===== config.mk =====
export PLATFORM = sky130hd
export DESIGN_NAME = ptwTop
export DESIGN_NICKNAME = d
export VERILOG_FILES = /design/src/ptwPkg.sv /design/src/pteStatusIf.sv /design/src/ptwTop.sv /design/src/walkFsm.sv /design/src/pteStore.sv /design/src/pteCheck.sv /design/src/walkAddrGen.sv /design/src/levelCounter.sv
export SDC_FILE = /design/constraint.sdc
export NUM_CORES = 1
export LEC_CHECK = 0
export ABC_AREA = 1
export BUFFER_PORTS_ARGS = -buffer_cell sky130_fd_sc_hd__buf_2
export CAP_MARGIN = 5
export CORE_MARGIN = 8
export CORE_UTILIZATION = 40
export DETAILED_ROUTE_END_ITERATION = 8
export GPL_TIMING_DRIVEN = 1
export PLACE_DENSITY = 0.67
export SLEW_MARGIN = 30
export SYNTH_ARGS = -nofsm -noshare
export SYNTH_HDL_FRONTEND = slang
export SYNTH_SLANG_ARGS = --single-unit

===== constraint.sdc =====
create_clock -name clk -period 5.8 [get_ports clk]
set_input_delay 1.45 -clock clk [delete_from_list [all_inputs] [get_ports clk]]
set_output_delay 1.45 -clock clk [all_outputs]
set_load 0.01 [all_outputs]

===== src/ptwPkg.sv =====
// page table walker package with entry layout, widths and shared types
package ptwPkg;

  //////////////////////////////////////////////////////////////////////
  // widths
  //////////////////////////////////////////////////////////////////////
  localparam int PTE_BITS    = 64;  // one page table entry
  localparam int PPN_BITS    = 44;  // physical page number
  localparam int PA_BITS     = 56;  // physical address
  localparam int VPN_BITS    = 9;   // one vpn field per level
  localparam int OFFSET_BITS = 12;  // 4 KiB page offset
  localparam int ENTRY_SHIFT = 3;   // 8 byte entries

  // entry bit positions
  localparam int PTE_V   = 0;
  localparam int PTE_R   = 1;
  localparam int PTE_W   = 2;
  localparam int PTE_X   = 3;
  localparam int PTE_A   = 6;  // accessed
  localparam int PTE_D   = 7;  // dirty
  localparam int PPN_LSB = 10;

  //////////////////////////////////////////////////////////////////////
  // types
  //////////////////////////////////////////////////////////////////////
  typedef logic [PTE_BITS-1:0] pteT;
  typedef logic [PPN_BITS-1:0] ppnT;
  typedef logic [PA_BITS-1:0]  paT;

  typedef enum logic [1:0] {
    FETCH = 2'd0,
    LOAD  = 2'd1,
    STORE = 2'd2
  } accessT;

  // ADR judges the entry of the level above, RD waits on memory
  typedef enum logic [2:0] {IDLE, ADR, RD, LEAF, UPDATE, FAULT} walkStateT;

endpackage

===== src/pteStatusIf.sv =====
// verdict on the held page table entry, from the entry checker to the walk FSM
`timescale 1ns/100ps

interface pteStatusIf;

  // one-hot while the walker judges an entry
  logic descend;     // valid pointer, level above 0
  logic leafOk;      // leaf that can go to the TLB as is
  logic needUpdate;  // leaf missing A, or D on a store, updates on
  logic fault;       // everything else

  modport check (
    output descend,
    output leafOk,
    output needUpdate,
    output fault
  );

  modport fsm (
    input descend,
    input leafOk,
    input needUpdate,
    input fault
  );

endinterface


===== src/ptwTop.sv =====
// hardware page table walker top, three-level walk on 64-bit entries
`timescale 1ns/100ps

module ptwTop #(
  parameter  int numLevels = 3,
  localparam int levelW    = $clog2(numLevels),
  localparam int vaBits    = ptwPkg::OFFSET_BITS + numLevels * ptwPkg::VPN_BITS
) (
  input  logic              clk,
  input  logic              arstN,
  input  logic              tlbMiss,
  input  logic              missIsData,      // miss from the data TLB
  input  ptwPkg::accessT    access,
  input  logic [vaBits-1:0] vAdr,
  input  ptwPkg::ppnT       satpPpn,
  input  logic              adUpdateEn,
  input  ptwPkg::pteT       memRdData,
  input  logic              memStall,
  input  logic              memAccessFault,
  input  logic              flush,
  output logic              memRead,
  output logic              memWrite,
  output ptwPkg::paT        memAdr,
  output ptwPkg::pteT       memWrData,
  output ptwPkg::pteT       pte,             // entry to the TLBs
  output logic [levelW-1:0] pageType,
  output logic              itlbWrite,
  output logic              dtlbWrite,
  output logic              pageFault,
  output logic              accessFault,
  output logic              walkBusy
);

  logic              start;
  logic              stepDown;
  logic              capture;
  logic              markAd;
  logic [levelW-1:0] level;
  pteStatusIf        status ();

  levelCounter #(.numLevels(numLevels)) u_levelCounter (
    .clk, .arstN, .start, .stepDown, .level, .pageType
  );

  walkAddrGen #(.numLevels(numLevels)) u_walkAddrGen (
    .clk, .arstN, .start, .vAdr, .satpPpn, .level, .pte, .memWrite, .memAdr
  );

  pteCheck #(.numLevels(numLevels)) u_pteCheck (
    .clk, .arstN, .start, .access, .adUpdateEn, .level, .pte, .status(status.check)
  );

  pteStore u_pteStore (
    .clk, .arstN, .capture, .markAd, .memRdData, .access, .pte, .memWrData
  );

  walkFsm u_walkFsm (
    .clk, .arstN, .tlbMiss, .missIsData, .memStall, .memAccessFault, .flush,
    .status(status.fsm),
    .start, .stepDown, .capture, .markAd, .memRead, .memWrite,
    .itlbWrite, .dtlbWrite, .pageFault, .accessFault, .walkBusy
  );

endmodule


===== src/walkFsm.sv =====
// page table walk FSM, drives memory strobes, TLB writes and fault pulses
`timescale 1ns/100ps

module walkFsm (
  input  logic      clk,
  input  logic      arstN,
  input  logic      tlbMiss,         // held until the walk ends
  input  logic      missIsData,
  input  logic      memStall,
  input  logic      memAccessFault,
  input  logic      flush,
  pteStatusIf.fsm   status,
  output logic      start,
  output logic      stepDown,
  output logic      capture,
  output logic      markAd,
  output logic      memRead,
  output logic      memWrite,
  output logic      itlbWrite,
  output logic      dtlbWrite,
  output logic      pageFault,
  output logic      accessFault,
  output logic      walkBusy
);

  ptwPkg::walkStateT state;
  ptwPkg::walkStateT nextState;
  logic              dataWalk;   // walk fills the data TLB
  logic              topLvl;     // still at the root level
  logic              accFaultQ;  // FAULT came from a failed read
  logic              rdDone;
  logic              tlbWrite;

  //////////////////////////////////////////////////////////////////////
  // strobes
  //////////////////////////////////////////////////////////////////////
  assign start    = (state == ptwPkg::IDLE) & tlbMiss;
  assign rdDone   = (state == ptwPkg::RD) & ~memStall;
  assign capture  = rdDone & ~memAccessFault;
  assign stepDown = (state == ptwPkg::ADR) & ~topLvl & status.descend;
  assign markAd   = (state == ptwPkg::LEAF) & status.needUpdate;
  assign memRead  = (state == ptwPkg::RD);
  assign memWrite = (state == ptwPkg::UPDATE);

  assign tlbWrite    = (state == ptwPkg::LEAF) & status.leafOk;
  assign itlbWrite   = tlbWrite & ~dataWalk;
  assign dtlbWrite   = tlbWrite & dataWalk;
  assign pageFault   = (state == ptwPkg::FAULT) & ~accFaultQ;
  assign accessFault = (state == ptwPkg::FAULT) & accFaultQ;

  assign walkBusy = ((state != ptwPkg::IDLE) & (state != ptwPkg::FAULT)) |
                    ((state == ptwPkg::IDLE) & tlbMiss);

  always_ff @(posedge clk or negedge arstN) begin
    if (!arstN) begin
      dataWalk  <= 1'b0;
      topLvl    <= 1'b0;
      accFaultQ <= 1'b0;
    end else begin
      if (start) dataWalk <= missIsData;
      if (start)        topLvl <= 1'b1;
      else if (capture) topLvl <= 1'b0;  // root entry is in
      accFaultQ <= rdDone & memAccessFault;
    end
  end

  //////////////////////////////////////////////////////////////////////
  // next state
  //////////////////////////////////////////////////////////////////////
  // in RD the entry register still holds the parent pointer and level is the
  // level being read, so descend low there means this read is at level 0
  always_comb begin
    case (state)
      ptwPkg::IDLE:   nextState = tlbMiss ? ptwPkg::ADR : ptwPkg::IDLE;
      ptwPkg::ADR:    nextState = (topLvl || status.descend) ? ptwPkg::RD : ptwPkg::LEAF;
      ptwPkg::RD: begin
        if (memStall)                      nextState = ptwPkg::RD;
        else if (memAccessFault)           nextState = ptwPkg::FAULT;
        else if (!topLvl && !status.descend) nextState = ptwPkg::LEAF;  // level 0 entry
        else                               nextState = ptwPkg::ADR;
      end
      ptwPkg::LEAF: begin
        if (status.leafOk)          nextState = ptwPkg::IDLE;
        else if (status.needUpdate) nextState = ptwPkg::UPDATE;
        else                        nextState = ptwPkg::FAULT;
      end
      ptwPkg::UPDATE: nextState = memStall ? ptwPkg::UPDATE : ptwPkg::LEAF;  // back to fill TLB
      default:        nextState = ptwPkg::IDLE;  // FAULT lasts one cycle
    endcase
    if (flush) nextState = ptwPkg::IDLE;
  end

  always_ff @(posedge clk or negedge arstN) begin
    if (!arstN) state <= ptwPkg::IDLE;
    else        state <= nextState;
  end

endmodule


===== src/pteStore.sv =====
// page table entry register, with the A/D marked copy for the write back
`timescale 1ns/100ps

module pteStore (
  input  logic           clk,
  input  logic           arstN,
  input  logic           capture,    // read done
  input  logic           markAd,     // entering UPDATE
  input  ptwPkg::pteT    memRdData,
  input  ptwPkg::accessT access,
  output ptwPkg::pteT    pte,
  output ptwPkg::pteT    memWrData   // entry with A, and D on a store
);

  // the same value is written to memory and kept for the TLB
  always_comb begin
    memWrData                 = pte;
    memWrData[ptwPkg::PTE_A]  = 1'b1;
    if (access == ptwPkg::STORE) begin
      memWrData[ptwPkg::PTE_D] = 1'b1;
    end
  end

  always_ff @(posedge clk or negedge arstN) begin
    if (!arstN) begin
      pte <= '0;
    end else if (capture) begin
      pte <= memRdData;
    end else if (markAd) begin
      pte <= memWrData;
    end
  end

endmodule


===== src/pteCheck.sv =====
// page table entry checker, decides descend, leaf ok, A/D update or page fault
`timescale 1ns/100ps

module pteCheck #(
  parameter  int numLevels = 3,
  localparam int levelW    = $clog2(numLevels)
) (
  input  logic              clk,
  input  logic              arstN,
  input  logic              start,
  input  ptwPkg::accessT    access,
  input  logic              adUpdateEn,  // hardware A/D update allowed
  input  logic [levelW-1:0] level,
  input  ptwPkg::pteT       pte,
  pteStatusIf.check         status
);

  ptwPkg::accessT accessQ;    // kind of access that missed
  ptwPkg::ppnT    ppn;
  ptwPkg::ppnT    alignMask;  // low ppn bits a superpage must clear
  logic           badEnc;
  logic           pointer;
  logic           misaligned;
  logic           noPerm;
  logic           adMissing;

  always_ff @(posedge clk or negedge arstN) begin
    if (!arstN)     accessQ <= ptwPkg::FETCH;
    else if (start) accessQ <= access;
  end

  // W without R is reserved
  assign badEnc  = ~pte[ptwPkg::PTE_V] | (pte[ptwPkg::PTE_W] & ~pte[ptwPkg::PTE_R]);
  assign pointer = ~(pte[ptwPkg::PTE_R] | pte[ptwPkg::PTE_W] | pte[ptwPkg::PTE_X]);

  assign ppn        = pte[ptwPkg::PPN_LSB +: ptwPkg::PPN_BITS];
  assign alignMask  = (ptwPkg::ppnT'(1) << (level * ptwPkg::VPN_BITS)) - ptwPkg::ppnT'(1);
  assign misaligned = |(ppn & alignMask);

  always_comb begin
    case (accessQ)
      ptwPkg::FETCH: noPerm = ~pte[ptwPkg::PTE_X];
      ptwPkg::STORE: noPerm = ~pte[ptwPkg::PTE_W];
      default:       noPerm = ~pte[ptwPkg::PTE_R];  // load
    endcase
  end

  assign adMissing = ~pte[ptwPkg::PTE_A] | ((accessQ == ptwPkg::STORE) & ~pte[ptwPkg::PTE_D]);

  // exactly one verdict
  always_comb begin
    status.descend    = 1'b0;
    status.leafOk     = 1'b0;
    status.needUpdate = 1'b0;
    status.fault      = 1'b0;
    if (badEnc) begin
      status.fault = 1'b1;
    end else if (pointer) begin
      if (level != '0) status.descend = 1'b1;
      else             status.fault   = 1'b1;  // no table below level 0
    end else if (misaligned || noPerm) begin
      status.fault = 1'b1;
    end else if (adMissing) begin
      if (adUpdateEn) status.needUpdate = 1'b1;
      else            status.fault      = 1'b1;  // software owns A/D
    end else begin
      status.leafOk = 1'b1;
    end
  end

endmodule


===== src/walkAddrGen.sv =====
// entry address generator, holds the virtual address and the leaf entry address
`timescale 1ns/100ps

module walkAddrGen #(
  parameter  int numLevels = 3,
  localparam int levelW    = $clog2(numLevels),
  localparam int vaBits    = ptwPkg::OFFSET_BITS + numLevels * ptwPkg::VPN_BITS
) (
  input  logic              clk,
  input  logic              arstN,
  input  logic              start,
  input  logic [vaBits-1:0] vAdr,
  input  ptwPkg::ppnT       satpPpn,   // root table page
  input  logic [levelW-1:0] level,
  input  ptwPkg::pteT       pte,       // entry register
  input  logic              memWrite,  // A/D write back in progress
  output ptwPkg::paT        memAdr
);

  logic [vaBits-1:0]          vAdrQ;
  logic [levelW-1:0]          levelQ;   // level seen last cycle
  logic [ptwPkg::VPN_BITS-1:0] vpn;
  ptwPkg::ppnT                basePpn;
  ptwPkg::paT                 rdAdr;
  ptwPkg::paT                 leafAdr;  // address of the last entry read
  logic                       newLevel;

  // vpn field of the current level
  assign vpn = vAdrQ[ptwPkg::OFFSET_BITS + level * ptwPkg::VPN_BITS +: ptwPkg::VPN_BITS];

  // root table from satp, lower tables from the pointer held in the entry register
  assign basePpn = (level == levelW'(numLevels - 1)) ?
                   satpPpn : pte[ptwPkg::PPN_LSB +: ptwPkg::PPN_BITS];
  assign rdAdr   = {basePpn, vpn, {ptwPkg::ENTRY_SHIFT{1'b0}}};

  // first cycle at a level, the pointer is still the parent entry
  assign newLevel = (level != levelQ);

  always_ff @(posedge clk or negedge arstN) begin
    if (!arstN) levelQ <= '0;
    else        levelQ <= level;
  end

  always_ff @(posedge clk) begin
    if (start) begin
      vAdrQ   <= vAdr;
      leafAdr <= {satpPpn,
                  vAdr[ptwPkg::OFFSET_BITS + (numLevels - 1) * ptwPkg::VPN_BITS +: ptwPkg::VPN_BITS],
                  {ptwPkg::ENTRY_SHIFT{1'b0}}};  // root entry
    end else if (newLevel) begin
      leafAdr <= rdAdr;
    end
  end

  assign memAdr = memWrite ? leafAdr : rdAdr;  // write back goes to the leaf slot

endmodule


===== src/levelCounter.sv =====
// walk level counter, loads the top level at start and steps down per level
`timescale 1ns/100ps

module levelCounter #(
  parameter  int numLevels = 3,
  localparam int levelW    = $clog2(numLevels)
) (
  input  logic              clk,
  input  logic              arstN,
  input  logic              start,     // walk begins
  input  logic              stepDown,  // entering next level's read
  output logic [levelW-1:0] level,
  output logic [levelW-1:0] pageType   // 0 kilopage, 1 megapage, 2 gigapage
);

  always_ff @(posedge clk or negedge arstN) begin
    if (!arstN) begin
      level <= '0;
    end else if (start) begin
      level <= levelW'(numLevels - 1);  // root table
    end else if (stepDown && (level != '0)) begin
      level <= level - levelW'(1);
    end
  end

  // the walk stops at the leaf, so the level held then is the page size
  assign pageType = level;

endmodule


== Word-level counts from Yosys, hierarchy flattened ==
Cells that the tools add are included.

* Register bits: 168
* Input port bits: 157
* Output and inout port bits: 193
* Word-level logic and storage cells: 108

* $add $sub $neg: 3
* $mul: 1
* Equality and inequality tests: 10
* Shifts and indexed selects: 2
* Multiplexer cells: 34
* Bitwise gates (word level): 32
* Reduce and logical (&&, ||, !) cells: 15

{| class="wikitable"
|+ Operator list
! operator !! number
|-
| $mux W56 || 3
|-
| $mux W64 || 1
|-
| $and A44 B44 Y44 || 1
|-
| $mux W44 || 1
|-
| $reduce_or A44 Y1 || 1
|-
| $shl A1 B6 Y44 const A || 1
|-
| $sub A44 B1 Y44 const B || 1
|-
| $shiftx A39 B33 Y9 || 1
|-
| $mux W1 || 18
|-
| $and A1 B1 Y1 || 15
|-
| $mux W3 || 5
|-
| $pmux W3 S5 || 1
|-
| $not A1 Y1 || 11
|-
| $reduce_bool A2 Y1 || 5
|-
| $mux W8 || 1
|-
| $add A4 B6 Y7 const A || 1
|-
| $eq A2 B2 Y1 const B || 3
|-
| $eq A3 B2 Y1 const B || 2
|-
| $eq A3 B3 Y1 const B || 2
|-
| $mul A2 B4 Y6 const B || 1
|-
| $mux W2 || 3
|-
| $or A1 B1 Y1 || 5
|-
| $eq A3 B1 Y1 const B || 1
|-
| $logic_not A3 Y1 || 1
|-
| other kinds (9) || 12
|}

== Depth between registers and ports, before layout ==
Gate-level depths: netlist of run 1.

* Depth after elaboration: 13
* Depth in mapped cells: 15
* Mapped depth without buffers: 14

== Modules after synthesis ==
A second synthesis of run 1 with hierarchy kept.

* Cells, all modules: 1089
* Area, all modules: 8665.8 µm²

{| class="wikitable"
|+ By module, submodules not included
! module !! times used !! cells an instance !! area each (µm²) !! seq. area each (µm²)
|-
| walkAddrGen || 1 || 601 || 4852.2 || 2452.4
|-
| pteStore || 1 || 343 || 2941.6 || 1601.5
|-
| walkFsm || 1 || 61 || 387.9 || 150.1
|-
| pteCheck || 1 || 66 || 352.8 || 50.0
|-
| levelCounter || 1 || 18 || 131.4 || 50.0
|}

== Worst setup path before layout of run 1 ==
OpenSTA, ideal clock, no wires.

* Path type: input port to flip-flop
* From: input tlbMiss
* To: register u_walkAddrGen.leafAdr[10], enable pin
* Library setup time: 0.752 ns
* Data arrival time: 3.050 ns
* Required time: 5.048 ns
* Path slack: 1.997 ns
* Cell stages on the path: 4
* Path buffers: 2
* Cells stage by stage: nand2_1 > buf_4 > buf_2 > nand3_1

* Word-level cells in the longest chain between the ends: 2

{| class="wikitable"
|+ RTL lines
! element !! RTL line !! text
|-
| from (decl) || ptwTop.sv:11 || <nowiki>input logic tlbMiss,</nowiki>
|-
| $and A1 B1 Y1 || walkFsm.sv:37 || <nowiki>assign start = (state == ptwPkg::IDLE) & tlbMiss;</nowiki>
|-
| $reduce_bool A2 Y1 (no source line) || -- ||
|-
| to (signal assigned) || walkAddrGen.sv:47 || <nowiki>leafAdr <= {satpPpn,</nowiki>
|-
| to (signal assigned) || walkAddrGen.sv:51 || <nowiki>leafAdr <= rdAdr;</nowiki>
|-
| to (decl) || walkAddrGen.sv:25 || <nowiki>ptwPkg::paT leafAdr;</nowiki>
|}

No other way between the ends.
A chain may end at the register's enable or synchronous reset.

== Final worst setup path of run 1 ==
* From: register u_levelCounter.level[0]
* To: output dtlbWrite

* Word-level cells in the longest chain between the ends: 11

{| class="wikitable"
|+ RTL lines
! element !! RTL line !! text
|-
| from (decl) || levelCounter.sv:12 || <nowiki>output logic [levelW-1:0] level,</nowiki>
|-
| from (signal assigned) || levelCounter.sv:20 || <nowiki>level <= levelW'(numLevels - 1);</nowiki>
|-
| from (signal assigned) || levelCounter.sv:22 || <nowiki>level <= level - levelW'(1);</nowiki>
|-
| $mul A2 B4 Y6 || pteCheck.sv:37 || <nowiki>assign alignMask = (ptwPkg::ppnT'(1) << (level * ptwPkg::VPN_BITS)) - ptwPkg::ppnT'(1);</nowiki>
|-
| $shl A1 B6 Y44 || pteCheck.sv:37 ||
|-
| $sub A44 B1 Y44 || pteCheck.sv:37 ||
|-
| $and A44 B44 Y44 || pteCheck.sv:38 || <nowiki>assign misaligned = |(ppn & alignMask);</nowiki>
|-
| $reduce_or A44 Y1 || pteCheck.sv:38 ||
|-
| $logic_or A1 B1 Y1 || pteCheck.sv:61 || <nowiki>end else if (misaligned || noPerm) begin</nowiki>
|-
| $mux W1 || pteCheck.sv:61 ||
|-
| $mux W1 || pteCheck.sv:58 || <nowiki>end else if (pointer) begin</nowiki>
|-
| $mux W1 || pteCheck.sv:56 || <nowiki>if (badEnc) begin</nowiki>
|-
| $and A1 B1 Y1 || walkFsm.sv:45 || <nowiki>assign tlbWrite = (state == ptwPkg::LEAF) & status.leafOk;</nowiki>
|-
| $and A1 B1 Y1 || walkFsm.sv:47 || <nowiki>assign dtlbWrite = tlbWrite & dataWalk;</nowiki>
|-
| to (decl) || ptwTop.sv:28 || <nowiki>output logic dtlbWrite,</nowiki>
|}

No other way between the ends.

==> flow_metrics.env, run 1 <==
export IMPL_root_buffer="clkbuf_16"
export IMPL_clock_latency_ps=420
export IMPL_vias=7491
export IMPL_period_share_pct=88.73
export IMPL_crit_slowest_cell="clkinv_1"
export IMPL_crit_fanout=21
export IMPL_rsz0062_at_grt="no"
export IMPL_required_ps=4350
export IMPL_cts_sinks=156
export IMPL_finalPower_w=0.004268
export IMPL_core_um2=20300
export IMPL_peakVddDrop_mv=0.1939
export IMPL_final_area_um2=10270
export IMPL_cts_resized=0
export IMPL_start_util_pct=40.87
export IMPL_synthCells=1051
export IMPL_cts_tree="yes"
export IMPL_cts_hold_buf=0
export IMPL_worstPathCellList="clkinv_1, ha_1, inv_1, ha_1, or2_2, nand4_1, nor2_1, and2_1, nand4_1, nor2_1, buf_2"
export IMPL_ys_warn_count=0
export IMPL_die_area_um2=25600
export IMPL_ff2ff_path_depth=12
export IMPL_fin_crit_ps=5146
export IMPL_drv_cap=0
export IMPL_outcome="finished, final reports clean"
export IMPL_met3WireLength_um=1639
export IMPL_met1_length_um=11310
export IMPL_num_rows=52
export IMPL_cpPeakStageDelay_ps=760
export IMPL_top_layer_used="met5"
export IMPL_yosysUniqueCellTypes=31
export IMPL_synth_edff_count=80
export IMPL_ioPinCount=350
export IMPL_hold_violations=0
export IMPL_clk_path_buf_depth=2
export IMPL_cp_end_kind="output pin"
export IMPL_port_buffers=333
export IMPL_grt_first_pass_wirelength_um=41970
export IMPL_clkTransAtPathRegs_ps=60
export IMPL_fin_nets=1460
export IMPL_num_fill_cells=2030
export IMPL_cts_setup_buffers=0
export IMPL_synth_seq_cells=156
export IMPL_reg2reg_setup_slack_ps=2410
export IMPL_synthFlopType="edfxtp_1"
export IMPL_cts_buffers=17
export IMPL_met2_length_um=12860
export IMPL_post_drt_wl_per_cell_um=16.79
export IMPL_clock_skew_ps=8.767
export IMPL_grt_pass1_vias=7355
export IMPL_grt_max_degree=77
export IMPL_min_from="u_pteStore.pte[57]"
export IMPL_max_slew_margin_pct=43.86
export IMPL_synth_top_area_share_pct=28.96
export IMPL_total_leakage_power_nw=5.464
export IMPL_ant_nets=0
export IMPL_synth_area_leaders="edfxtp_1 29%, dfrtp_1 23%, nand2_1 21%"
export IMPL_r2r_start="u_levelCounter.level[0]"
export IMPL_final_common_cell="nand2_1"
export IMPL_dpl_cell_area_um2=9669
export IMPL_syn_avg_cell_area_um2=7.893
export IMPL_drt_iter0_markers=454
export IMPL_die_w_um=160.0
export IMPL_synth_top_area_cell="edfxtp_1"
export IMPL_whs_path_depth=2
export IMPL_netlist_area_um2=8295
export IMPL_start_kind="flip-flop"
export IMPL_hpwlAfterDp_um=18680
export IMPL_setup_tns_ps=0
export IMPL_layout_drive_gt1_share_pct=29.11
export IMPL_gp_congestion=0.7978
export IMPL_final_cell_mix="469 x nand2_1, 332 x buf_2, 96 x o21ai_0"
export IMPL_antenna_found_initial=5
export IMPL_synthArstFlopShare_pct=48.72
export IMPL_seq_area_frac_synth_pct=51.89
export IMPL_via_per_inst=4.738
export IMPL_worstMarginPinSlew_ps=842.0
export IMPL_die_h_um=160.0
export IMPL_max_freq_mhz=194.3
export IMPL_crit_family="buffers and inverters"
export IMPL_hold_path_class="flip-flop to flip-flop"
export IMPL_drtPass1Iterations=4
export IMPL_wl_um=26540
export IMPL_crit_buf_inv=3
export IMPL_powerDensity_nw_per_um2=415.4
export IMPL_area_growth_pct=23.85
export IMPL_drv_slew=0
export IMPL_multi_input_area_um2=3024
export IMPL_overflow=0
export IMPL_htree_levels=4
export IMPL_grt_usage_pct=20.58
export IMPL_holdPathEnd="u_pteStore.pte[57]"
export IMPL_finalSetupViolCount=0
export IMPL_regToRegEndpoint="u_pteStore.pte[6]"
export IMPL_seqCellArea_um2=4304
export IMPL_crit_type="flip-flop to output pin"
export IMPL_utilization_pct=50.61
export IMPL_drc=0
export IMPL_arrival_ps=3700
layer usage:
| layer | track usage, % | up-vias |
|---|---|---|
| met5 | 0 | - |
| met2 | 33.76 | 273 |
| met3 | 5.090 | 47 |
| li1 | - | 3748 |
| met1 | 25.67 | 3417 |
| met4 | 8.071 | 6 |
how the worst max path moves through the flow:
stage,start,end,slack (ps),cells after the start
after floorplan,tlbMiss,u_walkAddrGen.leafAdr[10],2000,4
final,u_levelCounter.level[0],dtlbWrite,650,11
after global placement,u_levelCounter.level[0],dtlbWrite,1070,11
after global routing,u_levelCounter.level[0],itlbWrite,360,11
after detailed placement,u_levelCounter.level[0],dtlbWrite,1040,11
after CTS,u_levelCounter.level[0],dtlbWrite,560,11
cell type report:
type                       count  area share, %
timing repair buffer         339          16.92
clock inverter                13          1.620
clock buffer                  19          4.214
inverter                      70          2.582
antenna                        2        0.04872
sequential                   156          41.90
multi-input combinational    712          29.44
tap                          270          3.288
sequential cells by signal (all words and copies together) (netlist names):
| name | flops |
|---|---|
| u_walkFsm.state | 3 |
| u_pteCheck.accessQ | 2 |
| u_walkFsm.topLvl | 1 |
| u_walkFsm.accFaultQ | 1 |
| u_levelCounter.level | 2 |
| u_walkAddrGen.levelQ | 2 |
| u_walkAddrGen.vAdrQ | 27 |
| u_walkAddrGen.leafAdr | 53 |
| u_pteStore.pte | 64 |
| u_walkFsm.dataWalk | 1 |
synthesized netlist by cell type, types with 2 or more instances:
cell      count
ha_1          7
inv_1        63
inv_2         5
nand4_1       7
edfxtp_1     80
nand3_1      24
buf_6         3
dfrtp_1      76
nor3_1        4
clkbuf_1     19
conb_1        2
clkinv_1      2
xnor2_1       2
nand2_1     470
o21ai_0      96
nor2_1       60
a21oi_1      27
buf_2        23
buf_4        69
stage by stage:
| step | hold WS [ps] | setup WS (ps) | std cells |
|---|---|---|---|
| final | 489.2 | 653.8 | 1581 |
| after global routing | 511.1 | 362.9 | 1581 |
| after CTS | 486.5 | 562.6 | 1579 |
| after detailed placement | 471.1 | 1037 | 1547 |
| after global placement | 470.6 | 1072 | 1546 |
| after floorplan | 475.9 | 1997 | 1053 |
logic make-up (layout without fill, tap and decap cells):
family / count (synthesis) / count (layout) / synth area share, %
fa+ha+maj: 7 / 7 / 1.056
xor+xnor: 2 / 2 / 0.2112
simple gates: 571 / 571 / 26.83
compound gates: 128 / 128 / 7.813
flops: 156 / 156 / 51.89
buf+inv: 185 / 441 / 12.11
other cells: 2 / 6 / 0.09053
power by group:
| part | leakage, nW | switching [W] | internal [W] |
|---|---|---|---|
| combinational | 3.47 | 0.000851 | 0.000511 |
| sequential | 1.70 | 0.000256 | 0.00149 |
| clock | 0.286 | 0.000481 | 0.000681 |
| total | 5.46 | 0.00159 | 0.00268 |
worst reg2reg max path, stage by stage (launching register included):
cell and delay [ps]:
dfrtp_1 750, clkinv_1 760, ha_1 490, inv_1 110, ha_1 230, or2_2 290
nand4_1 100, nor2_1 70, and2_1 150, nand4_1 110, nand2_1 80, nand2_1 90
nand2_1 50
(Power assumes the default switching activity.)
==> inputs of run 2 (changes only) <==
--- a/config.mk
+++ b/config.mk
@@ -12,8 +12,9 @@
 export CORE_UTILIZATION = 40
 export DETAILED_ROUTE_END_ITERATION = 8
 export GPL_TIMING_DRIVEN = 1
-export PLACE_DENSITY = 0.67
+export PLACE_DENSITY = 0.68
 export SLEW_MARGIN = 30
 export SYNTH_ARGS = -nofsm -noshare
 export SYNTH_HDL_FRONTEND = slang
+export SYNTH_HIERARCHICAL = 1
 export SYNTH_SLANG_ARGS = --single-unit
==> flow_metrics.env, run 2 <==
export IMPL_crit_fanout=57
export IMPL_die_h_um=163.0
export IMPL_final_cell_mix="532 x nand2_1, 332 x buf_2, 90 x inv_1"
export IMPL_grt_first_pass_wirelength_um=42090
export IMPL_utilization_pct=49.58
export IMPL_cts_resized=0
export IMPL_outcome="finished, final reports clean"
export IMPL_setup_tns_ps=0
export IMPL_rsz0062_at_grt="no"
export IMPL_hpwlAfterDp_um=18990
export IMPL_antenna_found_initial=2
export IMPL_overflow=0
export IMPL_start_util_pct=40.88
export IMPL_via_per_inst=4.823
export IMPL_final_common_cell="nand2_1"
export IMPL_ant_nets=0
export IMPL_hold_path_class="flip-flop to flip-flop"
export IMPL_peakVddDrop_mv=0.2213
export IMPL_netlist_area_um2=8647
export IMPL_fin_nets=1487
export IMPL_num_fill_cells=2097
export IMPL_cts_hold_buf=0
export IMPL_drt_iter0_markers=579
export IMPL_area_growth_pct=21.29
export IMPL_num_rows=53
export IMPL_drc=0
export IMPL_dpl_cell_area_um2=9916
export IMPL_start_kind="flip-flop"
export IMPL_cp_end_kind="output pin"
export IMPL_arrival_ps=3040
export IMPL_required_ps=4350
export IMPL_gp_congestion=0.8213
export IMPL_grt_max_degree=87
export IMPL_wl_um=26880
export IMPL_hold_violations=0
export IMPL_grt_pass1_vias=7544
export IMPL_final_setup_worst_slack_ps=1311
export IMPL_clk_path_buf_depth=2
export IMPL_grt_usage_pct=20.02
export IMPL_die_area_um2=26580
export IMPL_post_drt_wl_per_cell_um=16.61
export IMPL_layout_drive_gt1_share_pct=29.51
export IMPL_period_share_pct=77.40
export IMPL_htree_levels=4
export IMPL_drtPass1Iterations=5
export IMPL_port_buffers=333
export IMPL_reg_largest_list="u_pteStore/pte (64), u_walkAddrGen/leafAdr (53), u_walkAddrGen/vAdrQ (27)"
export IMPL_core_um2=21150
export IMPL_ioPinCount=350
export IMPL_ys_warn_count=6
export IMPL_final_area_um2=10490
export IMPL_synthCells=1085
export IMPL_fin_crit_ps=4489
export IMPL_dp_slack_ps=1803
export IMPL_cts_tree="yes"
export IMPL_drv_cap=0
export IMPL_use_met1_pct=25.94
export IMPL_met3_usage_pct=5.059
export IMPL_max_freq_mhz=222.8
export IMPL_cts_sinks=156
export IMPL_largest_register_ffs=64
export IMPL_clock_latency_ps=420
export IMPL_grtUsageMet2_pct=32.01
export IMPL_syn_avg_cell_area_um2=7.970
export IMPL_cts_buffers=17
export IMPL_clock_skew_ps=9.246
export IMPL_finalSetupViolCount=0
export IMPL_powerDensity_nw_per_um2=401.1
export IMPL_crit_type="flip-flop to output pin"
export IMPL_cts_setup_buffers=0
export IMPL_busiest_layer="met2"
export IMPL_root_buffer="clkbuf_16"
export IMPL_die_w_um=163.0
export IMPL_total_leakage_power_nw=5.500
export IMPL_whs_ps=496.0
export IMPL_worstMarginPinSlew_ps=748.0
export IMPL_max_slew_margin_pct=50.13
export IMPL_drv_slew=0
export IMPL_vias=7804
export IMPL_clkTransAtPathRegs_ps=70
export IMPL_largest_register="u_pteStore/pte"
-- run 2: changes by cell type in the layout (fill, tap and decap cells not counted), sizes merged, moves of 4 or more --
| cell | before | now |
|---|---|---|
| a21oi | 27 | 4 |
| ha | 7 | 1 |
| inv | 70 | 104 |
| nand2 | 471 | 538 |
| nand4 | 7 | 3 |
| nor2 | 61 | 37 |
| o211ai | 0 | 88 |
| o21ai | 97 | 5 |
-- run 2: layout make-up --
type | instances | area, um2 | share of cell area [%]
Tap cell | 275 | 344.1 | 3.281
Inverter | 102 | 386.6 | 3.686
Multi-Input combinational cell | 711 | 3148 | 30.02
Clock buffer | 18 | 429.2 | 4.092
Sequential cell | 156 | 4304 | 41.04
Clock inverter | 14 | 136.4 | 1.300
Antenna cell | 1 | 2.502 | 0.02386
Timing Repair Buffer | 341 | 1737 | 16.56
-- run 2: report_power, final --
group	switching [W]	internal, W	total (W)
sequential	0.000304	0.00148	0.00178
combinational	0.000819	0.000529	0.00135
clock	0.000478	0.000598	0.00108
total	0.00160	0.00261	0.00421
-- run 2: worst max-delay path, cell delays in order, from the launching register on --
cell      delay, ps
dfrtp_1         790
inv_2           260
nand2_4         510
buf_4           490
nand2_1         150
o211ai_1        120
nand2_1         100
buf_2           160
-- run 2: worst paths after layout --
kind | from | endpoint | slack, ps | cells past startpoint
max in group asynchronous | arstN | u_pteStore/pte[10] | 4220 | 1
max reg2reg | u_walkFsm/state[2] | u_walkAddrGen/leafAdr[42] | 2820 | 7
max | u_levelCounter/level[0] | memAdr[49] | 1310 | 7
min reg2reg | u_pteStore/pte[63] | u_pteStore/pte[63] | 500 | 2
min | u_pteStore/pte[63] | u_pteStore/pte[63] | 500 | 2
min in group asynchronous | arstN | u_pteStore/pte[51] | 1070 | 1
-- run 2: per-stage QoR --
| stage | instances | total power, W |
|---|---|---|
| 2_1_floorplan | 1087 | 0.002697 |
| 3_3_place_gp | 1585 | 0.003152 |
| 3_5_place_dp | 1585 | 0.003177 |
| 4_1_cts | 1617 | 0.004275 |
| 5_1_grt | 1618 | 0.004499 |
| 6_report | 1618 | 0.004206 |
-- run 2: metal layers --
| layer | up-vias | wire (um) |
|---|---|---|
| met1 | 3580 | 11310 |
| met2 | 319 | 12870 |
| met4 | 2 | 605 |
| met5 | - | 17 |
| met3 | 37 | 2075 |
| li1 | 3866 | - |
==> inputs of run 3 (changes only) <==
--- a/config.mk
+++ b/config.mk
@@ -5,7 +5,7 @@
 export SDC_FILE = /design/constraint.sdc
 export NUM_CORES = 1
 export LEC_CHECK = 0
-export ABC_AREA = 1
+export ABC_AREA = 0
 export BUFFER_PORTS_ARGS = -buffer_cell sky130_fd_sc_hd__buf_2
 export CAP_MARGIN = 5
 export CORE_MARGIN = 8
==> constraint.sdc (replaced) <==
create_clock -name clk -period 4.41 [get_ports clk]
set_input_delay 1.1025 -clock clk [delete_from_list [all_inputs] [get_ports clk]]
set_output_delay 1.1025 -clock clk [all_outputs]
set_load 0.01 [all_outputs]
==> flow_metrics.env, run 3 <==
export IMPL_worstPathCellList="buf_4, nor2b_4, buf_4, mux2i_1, o21ai_0, buf_2"
export IMPL_grt_first_pass_wirelength_um=34890
export IMPL_htree_levels=4
export IMPL_cts_hold_buf=0
export IMPL_core_um2=20890
export IMPL_die_area_um2=26000
export IMPL_multi_input_area_um2=3333
export IMPL_rsz0062_at_grt="no"
export IMPL_clk_path_buf_depth=2
export IMPL_gp_congestion=0.7628
export IMPL_post_drt_wl_per_cell_um=19.32
export IMPL_total_leakage_power_nw=4.949
export IMPL_grt_max_degree=101
export IMPL_cp_end_kind="output pin"
export IMPL_arrival_ps=2710
export IMPL_powerDensity_nw_per_um2=548.9
export IMPL_drtPass1Iterations=4
export IMPL_cts_resized=0
export IMPL_cp_common_cell="buf_4"
export IMPL_netlist_area_um2=8438
export IMPL_largest_register="u_pteStore/pte"
export IMPL_cts_tree="yes"
export IMPL_max_slew_margin_pct=52.52
export IMPL_cts_buffers=17
export IMPL_crit_family="buffers and inverters"
export IMPL_cpPeakStageDelay_ps=620
export IMPL_ys_warn_count=6
export IMPL_clock_latency_ps=410
export IMPL_clkPwrFrac_pct=25.4
export IMPL_synthCells=632
export IMPL_reg_largest_list="u_pteStore/pte (64), u_walkAddrGen/leafAdr (53), u_walkAddrGen/vAdrQ (27)"
export IMPL_ioPinCount=350
export IMPL_regToRegEndpoint="u_walkAddrGen/leafAdr[36]"
export IMPL_start_kind="flip-flop"
export IMPL_largest_register_ffs=64
export IMPL_finalPower_w=0.005700
export IMPL_crit_fanout=18
export IMPL_whs_path_depth=1
export IMPL_whs_ps=519.5
export IMPL_num_fill_cells=1878
export IMPL_grt_usage_pct=17.05
export IMPL_pwr_share_seq_pct=42.8
export IMPL_p_int_w=0.003690
export IMPL_pwr_share_comb_pct=31.8
export IMPL_fin_crit_ps=3815
export IMPL_wl_um=22890
export IMPL_hold_violations=0
export IMPL_hold_path_class="flip-flop to flip-flop"
export IMPL_drc=0
export IMPL_crit_type="flip-flop to output pin"
export IMPL_overflow=0
export IMPL_seqCellArea_um2=4304
export IMPL_r2r_start="u_levelCounter/level[1]"
export IMPL_final_cell_mix="332 x buf_2, 80 x edfxtp_1, 77 x mux2_4"
export IMPL_hpwlAfterDp_um=16620
export IMPL_outcome="finished, final reports clean"
export IMPL_start_util_pct=40.40
export IMPL_area_growth_pct=23.06
export IMPL_antenna_found_initial=0
export IMPL_die_w_um=161.2
export IMPL_holdPathEnd="u_walkFsm/dataWalk"
export IMPL_syn_avg_cell_area_um2=13.35
export IMPL_clkTransAtPathRegs_ps=60
export IMPL_worstMarginPinSlew_ps=712.2
export IMPL_crit_buf_inv=3
export IMPL_max_freq_mhz=262.1
export IMPL_period_share_pct=86.50
export IMPL_cts_setup_buffers=0
export IMPL_fin_nets=1054
export IMPL_clock_skew_ps=9.229
export IMPL_crit_slowest_cell="nor2b_4"
export IMPL_final_area_um2=10380
export IMPL_required_ps=3310
export IMPL_p_switching_w=0.002010
export IMPL_dpl_cell_area_um2=9796
export IMPL_drt_iter0_markers=332
export IMPL_setup_tns_ps=0
export IMPL_reg2reg_setup_slack_ps=1990
export IMPL_num_rows=53
export IMPL_switching_share_pct=35.26
export IMPL_layout_drive_gt1_share_pct=56.77
export IMPL_ff2ff_path_depth=5
export IMPL_drv_slew=0
export IMPL_finalSetupViolCount=0
export IMPL_cts_sinks=156
export IMPL_via_per_inst=4.875
export IMPL_port_buffers=333
export IMPL_final_common_cell="buf_2"
export IMPL_drv_cap=0
export IMPL_ant_nets=0
export IMPL_vias=5777
export IMPL_root_buffer="clkbuf_16"
export IMPL_min_from="u_walkFsm/dataWalk"
export IMPL_peakVddDrop_mv=0.3132
export IMPL_grt_pass1_vias=6207
export IMPL_die_h_um=161.2
[run 3: stage by stage]
| stage | std cells | setup slack [ps] | util (%) |
|---|---|---|---|
| 3_3_place_gp | 1152 | 1012 | 46.89 |
| 4_1_cts | 1184 | 548.3 | 49.68 |
| 6_report | 1185 | 595.4 | 49.71 |
| 5_1_grt | 1184 | 428.2 | 49.70 |
| 3_5_place_dp | 1152 | 1024 | 46.89 |
| 2_1_floorplan | 634 | 481.6 | - |
[run 3: worst max path at each step]
stage,from,endpoint,slack (ps),cells past startpoint
global placement,u_levelCounter/level[1],memAdr[18],1010,6
finish,u_levelCounter/level[1],memAdr[18],600,6
CTS,u_levelCounter/level[1],memAdr[18],550,6
floorplan,tlbMiss,u_walkAddrGen/leafAdr[10],480,3
detailed placement,u_levelCounter/level[1],memAdr[18],1020,6
global route,u_levelCounter/level[1],memAdr[18],430,6
[run 3: power by group through the flow]
stage	Clock, W	Combinational [W]	Sequential (W)
final	0.00145	0.00181	0.00244
after global routing	0.00156	0.00195	0.00251
after CTS	0.00149	0.00185	0.00245
after detailed placement	0	0.00184	0.00247
after global placement	0	0.00182	0.00245
after floorplan	0	0.00136	0.00236
[run 3: worst register-to-register path, stage by stage, from the launching register on]
cell and delay (ps):
dfrtp_1 360, buf_4 210, nor2b_4 250, nor2_8 550
buf_4 460, mux2_4 340
[run 3: cell type report]
cell class / instances / area share, %
diodes: 1 / 0.02410
clock buffers: 17 / 4.097
clock inverters: 15 / 1.506
inverters: 6 / 0.2169
multi-input cells: 369 / 32.10
flip-flops and latches: 156 / 41.45
well taps: 275 / 3.314
repair buffers: 346 / 17.29
[run 3: per-layer routing]
metal,part of all wire [%],global-route usage (%),vias up
li1,-,-,2757
met1,42,20.40,2796
met2,51,29.37,203
met3,5.9,4.963,21
met4,1.4,4.672,0
met5,0,0,-
